### src/udp_pkg.sv
/* udp package
   shared widths, lane vector types, beat structs and runtime config */
`default_nettype none

package udp_pkg;

    ////////////////////////////////////////
    // sizes and limits
    ////////////////////////////////////////
    localparam int UDP_LANES      = 8;
    localparam int UDP_ACC_W      = 32;
    localparam int UDP_Q_W        = 8;
    localparam int UDP_BIAS_DEPTH = 16;
    // holds batch counts 1..16
    localparam int UDP_BATCH_W    = 5;
    localparam int UDP_SHIFT_W    = 5;
    localparam int UDP_BIAS_IDX_W = $clog2(UDP_BIAS_DEPTH);
    localparam int UDP_Q_MAX      = 127;
    localparam int UDP_Q_MIN      = -128;

    // route codes
    localparam logic UDP_ROUTE_QR = 1'b0;
    localparam logic UDP_ROUTE_PQ = 1'b1;

    ////////////////////////////////////////
    // lane vectors and beats
    ////////////////////////////////////////
    // named signed words keep each lane signed on select
    typedef logic signed [UDP_ACC_W-1:0] acc_word_t;
    typedef logic signed [UDP_Q_W-1:0]   q_word_t;
    typedef acc_word_t [UDP_LANES-1:0]   acc_vec_t;
    typedef q_word_t [UDP_LANES-1:0]     q_vec_t;

    typedef struct packed {
        logic     valid;
        acc_vec_t data;
    } acc_beat_t;

    typedef struct packed {
        logic   valid;
        q_vec_t data;
    } q_beat_t;

    // static while data flows
    typedef struct packed {
        logic                          bias_en;
        logic                          route;
        logic [UDP_BATCH_W-1:0]        bias_batch;
        logic signed [UDP_ACC_W-1:0]   quant_mul;
        logic [UDP_SHIFT_W-1:0]        quant_shift;
        logic signed [UDP_ACC_W-1:0]   prelu_slope;
    } udp_cfg_t;

endpackage

`default_nettype wire

### src/relu_stage.sv
/* relu stage
   zeroes negative 8-bit lanes, one cycle */
`timescale 1ns/1ps
`default_nettype none

module relu_stage (
    input  logic              i_clk,
    input  logic              i_rst,
    input  udp_pkg::q_beat_t  i_in,
    output udp_pkg::q_beat_t  o_out
);
    import udp_pkg::*;

    q_vec_t data_q;
    logic   valid_q;

    // sign bit picks zero or pass
    always_ff @(posedge i_clk) begin
        for (int l = 0; l < UDP_LANES; l++) begin
            data_q[l] <= i_in.data[l][UDP_Q_W-1] ? q_word_t'(0) : i_in.data[l];
        end
    end

    // vector valid kept, only lanes cleared
    always_ff @(posedge i_clk) begin
        if (!i_rst) begin
            valid_q <= 1'b0;
        end else begin
            valid_q <= i_in.valid;
        end
    end

    assign o_out = {valid_q, data_q};

endmodule

`default_nettype wire

### config.mk
export PLATFORM = sky130hd
export DESIGN_NAME = relu_stage
export DESIGN_NICKNAME = d
export VERILOG_FILES = /design/src/udp_pkg.sv /design/src/relu_stage.sv
export SDC_FILE = /design/constraint.sdc
export NUM_CORES = 1
export LEC_CHECK = 0
export BUFFER_PORTS_ARGS = -buffer_cell sky130_fd_sc_hd__buf_2
export CAP_MARGIN = 0
export CORE_MARGIN = 4
export CORE_UTILIZATION = 30
export DETAILED_ROUTE_END_ITERATION = 8
export GPL_TIMING_DRIVEN = 0
export PLACE_DENSITY = 0.65
export SLEW_MARGIN = 5
export SYNTH_ARGS = -nofsm -noshare
export SYNTH_HDL_FRONTEND = slang
export SYNTH_SLANG_ARGS = --single-unit
### constraint.sdc
create_clock -name i_clk -period 1.2 [get_ports i_clk]
set_clock_uncertainty 0.2 [all_clocks]
set_input_delay 0.18 -clock i_clk [delete_from_list [all_inputs] [get_ports i_clk]]
set_output_delay 0.18 -clock i_clk [all_outputs]
set_load 0.05 [all_outputs]
* Word level (Yosys, flattened, before mapping)
Cells that the tools add are included.
** Word-level totals
- Register bits :: 65
- Output and inout port bits :: 65
- Word-level logic and storage cells :: 17

* Logic depth before layout (Yosys ltp)
Gate-level depths: netlist of run 1.
- Word-level depth :: 0
- Mapped depth :: 1
- Gate-level depth less buffers :: 1

* Least setup slack after synthesis of run 1
Ideal clock, no wire load.
- Path type :: reg2out
- Start point :: register data_q, in the netlist o_out[0]
- End point :: output o_out[0] in the netlist's numbering
- Arrival time :: 0.587 ns
- Data required time :: 0.820 ns
- Setup slack :: 0.233 ns
- Stages on the path, launching flop included :: 1
- Path buffers :: 0
- Path through :: dfxtp_1
** RTL lines
- from (decl) :: RTL line relu_stage.sv:14 : q_vec_t data_q;
- from (signal, indexed assignment) :: RTL line relu_stage.sv:20 : data_q[l] <= i_in.data[l][UDP_Q_W-1] ? q_word_t'(0) : i_in.data[l];
- to (decl) :: RTL line relu_stage.sv:10 : output udp_pkg::q_beat_t o_out
No word-level cell between the ends.

* Worst setup path after layout of run 1
- Start point :: register data_q, in the netlist o_out[40]
- End point :: output o_out[40] in the netlist's numbering
No word-level cell between the ends.

==> flow_summary_export.csv, run 1 <==
group,metric,value,unit
status,outcome,"finished clean",
setup_path,end_kind,"output port",
clock_network,root_buffer,"clkbuf_8",
timing,fin_crit_sh,98.9,%
setup_path,crit_family,"flip-flops",
floorplan,initial_utilization,30.9,%
logic_synthesis,synth_cell_types,5,
logic_synthesis,synthFlopType,"dfxtp_1",
run,drv_cap,0,
setup_path,cpPeakStageDelay,0.34,ns
clock_network,clockBufferDepth,2,
logic_synthesis,synthesis.area,1570,sq um
setup_path,crit_path_start,"o_out[40]",
global_routing,grt_max_degree,10,
logic_synthesis,async_flop_share,0,%
place,hpwl,2.78,mm
timing,rsz0062_at_grt,"yes",
place,place_congestion,0.704,
global_routing,overflow,0,
setup_path,cpMaxStageDelayCell,"dfxtp_2",
setup_path,worstPathRequired,0.82,ns
timing,finalMaxSlewViolations,0,
logic_synthesis,yosysWarnings,0,
setup_path,crit_arrival,0.81,ns
clock_network,cts_buffers,9,
logic_synthesis,synthTopCellsByCount,"dfxtp_1, nor2b_1, buf_4",
timing,setup_violations,0,
timing,clock.fmax,842,MHz
logic_synthesis,avgSynthCellArea,12.7,sq um
logic_synthesis,synth_edf_count,0,
clock_network,clock-sinks,57,
layout,drive_gt1_share,60.6,%
setup_path,crit_end,"o_out[40]",
worst_hold_path,hold_start,"i_in[9]",
logic_synthesis,ys_seq_elements,57,
floorplan,rows,26,
logic_synthesis,synth_cells,124,
setup_path,cp.depth,1,
place,numPlacedInstances,324,
logic_synthesis,yosysTopAreaCellShare,72.7,%
floorplan,dieArea,6450,sq um
routing,detail-route-antenna-nets,0,
layout,antennaDiodeCount,0,
layout,nets,397,
global_routing,grt_pass1_vias,1707,
setup_path,cp_num_buf_inv,1,
global_routing,grt_antenna_before_repair,0,
clock_network,cts_setup_buffers,0,
setup_path,critPathKind,"reg2out",
floorplan,ios,132,
routing,drt-vias-per-instance,3.90,
global_routing,grt_first_pass_wirelength,8.10,mm
floorplan,die_y,80.3,microns
power,total_power,0.00482,W
setup_path,path_max_fanout,1,
worst_hold_path,hold_class,"in2reg",
timing,holdWs,0.407,ns
timing,hold_violations,0,
clock_network,h-tree-depth,3,
routing,vias,1579,
routing,drt-pass1-iter-count,2,
timing,tns,0,ns
routing,drc,0,
layout,stdcell_count,405,
timing,post-route-min-period,1.19,ns
logic_synthesis,synth_area_leaders,"dfxtp_1, nor2b_1, buf_4",
worst_hold_path,hold_depth,3,
global_routing,grt_usage,17.1,%
layout,fillers,351,
routing,drt_first_iter_violations,21,
logic_synthesis,synth_largest_area_cell,"dfxtp_1",
floorplan,design.core.area,5070,sq um
power,peakVddDrop,0.000771,V
floorplan,dieWidth,80.3,microns
setup_path,crit_chain,"buf_8",
place,placedInstanceArea,2300,sq um
logic_synthesis,synth_seq_area_share,72.7,%
routing,wl,5.64,mm
setup_path,cp-start-kind,"flop",
layout,postLayoutCellArea,3700,sq um
place,port_buffers,123,
logic_synthesis,synth.most_common_cell,"dfxtp_1",
power,leakage,1.71,nW
clock_network,clk_pin_slew,0.06,ns
clock_network,cts_tree,"done",
layout,syn_to_final_growth,136,%
routing,routedWlPerCell,13.9,microns
power,cellPowerDensity,1300,nW/um^2
how the worst min path moves through the flow:
stage,end,slack [ns]
detailed placement,valid_q,0.19
finish,o_out[9],0.41
global placement,valid_q,0.18
global route,o_out[6],0.40
floorplan,o_out[0],0.05
CTS,valid_q,0.37
layout make-up:
class | instances | area, sq um | share of cell area (%)
sequential | 57 | 1210 | 32.8
buffer | 8 | 60.1 | 1.62
multi-input combinational | 65 | 387 | 10.4
timing repair buffer | 189 | 1760 | 47.6
clock inverter | 2 | 10.0 | 0.271
clock buffer | 14 | 183 | 4.94
tap | 70 | 87.6 | 2.37
sequential cells by signal (all words and copies together), names as in the netlist:
signal	flops
o_out	56
valid_q	1
timing repair:
item                                    CTS  global route
resized for setup                       147            58
endpoints found under the setup margin   57            52
endpoints found under the hold margin    57             0
hold buffers                             66             0
where the power goes:
| part | internal [W] | leakage, nW | total, W | switching, W |
|---|---|---|---|---|
| Clock | 0.000969 | 0.102 | 0.00166 | 0.000695 |
| Combinational | 0.000515 | 1.12 | 0.00108 | 0.000569 |
| Sequential | 0.00202 | 0.490 | 0.00208 | 0.0000608 |
| Total | 0.00350 | 1.71 | 0.00482 | 0.00132 |
cell families after synthesis:
group                  count (synthesis)  synth area share (%)
buffers and inverters                  9                  4.31
flip-flops                            57                  72.7
other                                  1                 0.239
AND/OR/NAND/NOR                       57                  22.7
stage by stage:
| step | utilization, % | setup slack (ns) |
|---|---|---|
| finish | 72.9 | 0.0126 |
| global route | 72.9 | -0.0223 |
| CTS | 69.9 | -0.00476 |
| detailed placement | 45.3 | 0.194 |
| global placement | 45.3 | 0.200 |
| floorplan | - | 0.233 |
placed cells by master, fill, tap and decap left out, drive strengths merged:
cell,Yosys,final
conb,1,8
clkbuf,0,14
and2,1,1
dlygate4sd3,0,66
buf,9,131
dfxtp,57,57
clkinv,0,2
nor2b,56,56
tightest hold or removal path, stage by stage:
cell	delay (ns)
dlygate4sd3_1	0.52
buf_2	0.09
nor2b_1	0.10
routing by layer:
| metal | vias up | global-route usage, % | part of all wire [%] |
|---|---|---|---|
| met5 | - | 0 | 0 |
| met2 | 85 | 33.9 | 58 |
| met3 | 16 | 8.41 | 9.8 |
| li1 | 772 | - | - |
| met1 | 706 | 13.4 | 30 |
| met4 | 0 | 8.45 | 2.5 |
No activity file was read; power rests on OpenSTA's default activity.
==> run 2: changes to the inputs <==
--- a/config.mk
+++ b/config.mk
@@ -8,10 +8,10 @@
 export BUFFER_PORTS_ARGS = -buffer_cell sky130_fd_sc_hd__buf_2
 export CAP_MARGIN = 0
 export CORE_MARGIN = 4
-export CORE_UTILIZATION = 30
+export CORE_UTILIZATION = 40
 export DETAILED_ROUTE_END_ITERATION = 8
 export GPL_TIMING_DRIVEN = 0
-export PLACE_DENSITY = 0.65
+export PLACE_DENSITY = 0.83
 export SLEW_MARGIN = 5
 export SYNTH_ARGS = -nofsm -noshare
 export SYNTH_HDL_FRONTEND = slang
==> run 2 against run 1 <==
The flow now stops in global routing (5_1_grt). Synthesized cell count did not move. Area after synthesis did not move.
==> flow_summary_export.csv, run 2 <==
group,metric,value,unit
place,place_congestion,0.752,
logic_synthesis,synth_cells,124,
logic_synthesis,synth.most_common_cell,"dfxtp_1",
global_routing,grt_max_degree,11,
logic_synthesis,yosysTopAreaCellShare,72.7,%
timing,crit_endpoint,"o_out[46]",
floorplan,ios,132,
place,place_ws,0.192,ns
clock_network,clock-sinks,57,
logic_synthesis,synth_edf_count,0,
status,outcome,"stopped before the end",
logic_synthesis,synth_area_leaders,"dfxtp_1, nor2b_1, buf_4",
status,firstError,"[ERROR DPL-0038] Utilization greater than 100%, impossible to legalize",
status,haltStage,"global routing (5_1_grt)",
clock_network,clockBufferDepth,2,
place,numPlacedInstances,302,
logic_synthesis,async_flop_share,0,%
logic_synthesis,synth_seq_area_share,72.7,%
timing,worst_endpoint_kind,"top-level output",
floorplan,die_y,70.6,microns
place,hpwl,3.16,mm
logic_synthesis,synth_cell_types,5,
clock_network,cts_buffers,9,
clock_network,root_buffer,"clkbuf_8",
clock_network,cts_setup_buffers,0,
floorplan,dieWidth,70.6,microns
clock_network,h-tree-depth,3,
place,port_buffers,123,
floorplan,initial_utilization,42.2,%
floorplan,rows,22,
logic_synthesis,synth_largest_area_cell,"dfxtp_1",
logic_synthesis,yosysWarnings,0,
logic_synthesis,ys_seq_elements,57,
logic_synthesis,avgSynthCellArea,12.7,sq um
logic_synthesis,synthTopCellsByCount,"dfxtp_1, nor2b_1, buf_4",
logic_synthesis,synthFlopType,"dfxtp_1",
logic_synthesis,synthesis.area,1570,sq um
==> run 2: kinds of logic after synthesis <==
group	Yosys count	synth area share [%]
and+or+nand+nor	57	22.7
other	1	0.239
DFF	57	72.7
buffers and inverters	9	4.31
==> run 2: through the flow <==
stage	setup TNS [ns]	area, sq um	util (%)
after floorplan	0	1600	-
after global placement	0	2270	61.1
after detailed placement	0	2270	61.1
after CTS	-0.000470	3490	93.9
==> run 2: timing repair <==
item,CTS
endpoints found under the hold margin,57
gates resized for setup,134
setup endpoints to repair,57
hold buffers,66
==> run 3: changes to the inputs <==
--- a/config.mk
+++ b/config.mk
@@ -11,7 +11,7 @@
 export CORE_UTILIZATION = 40
 export DETAILED_ROUTE_END_ITERATION = 8
 export GPL_TIMING_DRIVEN = 0
-export PLACE_DENSITY = 0.83
+export PLACE_DENSITY_LB_ADDON = 0.15
 export SLEW_MARGIN = 5
 export SYNTH_ARGS = -nofsm -noshare
 export SYNTH_HDL_FRONTEND = slang
==> run 3 against run 2 <==
The run again fails in global routing (5_1_grt). Synthesized cell count is the same. Area after synthesis is the same.
==> flow_summary_export.csv, run 3 <==
group,metric,value,unit
status,firstError,"[ERROR GRT-0232] Routing congestion too high. Check the congestion heatmap in the GUI.",
floorplan,ios,132,
clock_network,root_buffer,"clkbuf_8",
clock_network,h-tree-depth,3,
logic_synthesis,synth_seq_area_share,72.7,%
clock_network,cts_buffers,9,
clock_network,clockBufferDepth,2,
place,numPlacedInstances,302,
logic_synthesis,synth_cells,124,
logic_synthesis,yosysTopAreaCellShare,72.7,%
logic_synthesis,async_flop_share,0,%
logic_synthesis,synth_edf_count,0,
place,hpwl,2.83,mm
timing,crit_endpoint,"o_out[16]",
logic_synthesis,synth_cell_types,5,
logic_synthesis,synthFlopType,"dfxtp_1",
logic_synthesis,ys_seq_elements,57,
timing,worst_endpoint_kind,"top-level output",
logic_synthesis,synth_largest_area_cell,"dfxtp_1",
floorplan,dieWidth,70.6,microns
logic_synthesis,yosysWarnings,0,
status,outcome,"stopped before the end",
floorplan,rows,22,
logic_synthesis,synth.most_common_cell,"dfxtp_1",
global_routing,grt_antenna_before_repair,5,
place,place_ws,0.191,ns
global_routing,grt_usage,68.9,%
floorplan,initial_utilization,42.2,%
logic_synthesis,synth_area_leaders,"dfxtp_1, nor2b_1, buf_4",
global_routing,grt_max_degree,10,
logic_synthesis,synthesis.area,1570,sq um
floorplan,die_y,70.6,microns
place,place_congestion,0.690,
global_routing,overflow,54,
clock_network,cts_setup_buffers,0,
clock_network,clock-sinks,57,
place,port_buffers,123,
status,haltStage,"global routing (5_1_grt)",
logic_synthesis,avgSynthCellArea,12.7,sq um
logic_synthesis,synthTopCellsByCount,"dfxtp_1, nor2b_1, buf_4",
==> run 3: cell counts after synthesis <==
No cell type changed its count.
==> run 3: repair_timing <==
| action | CTS |
|---|---|
| setup endpoints to repair | 57 |
| hold buffers | 66 |
| endpoints found under the hold margin | 57 |
| pin swaps | 0 |
| resized for setup | 147 |
==> run 3: metal layers <==
metal | GRT overflow | global-route usage [%]
met1 | 0 | 68.2
met2 | 35 | 84.7
met3 | 0 | 50.7
met4 | 19 | 78.5
met5 | 0 | 7.07
==> run 3: cell families after synthesis <==
logic type	synth area share, %
other cells	0.239
simple gates	22.7
buf+inv	4.31
flops	72.7
==> run 3: metrics by stage <==
stage	area (sq um)	util, %
CTS	3490	93.9
floorplan	1600	-
global placement	2270	61.1
detailed placement	2270	61.1
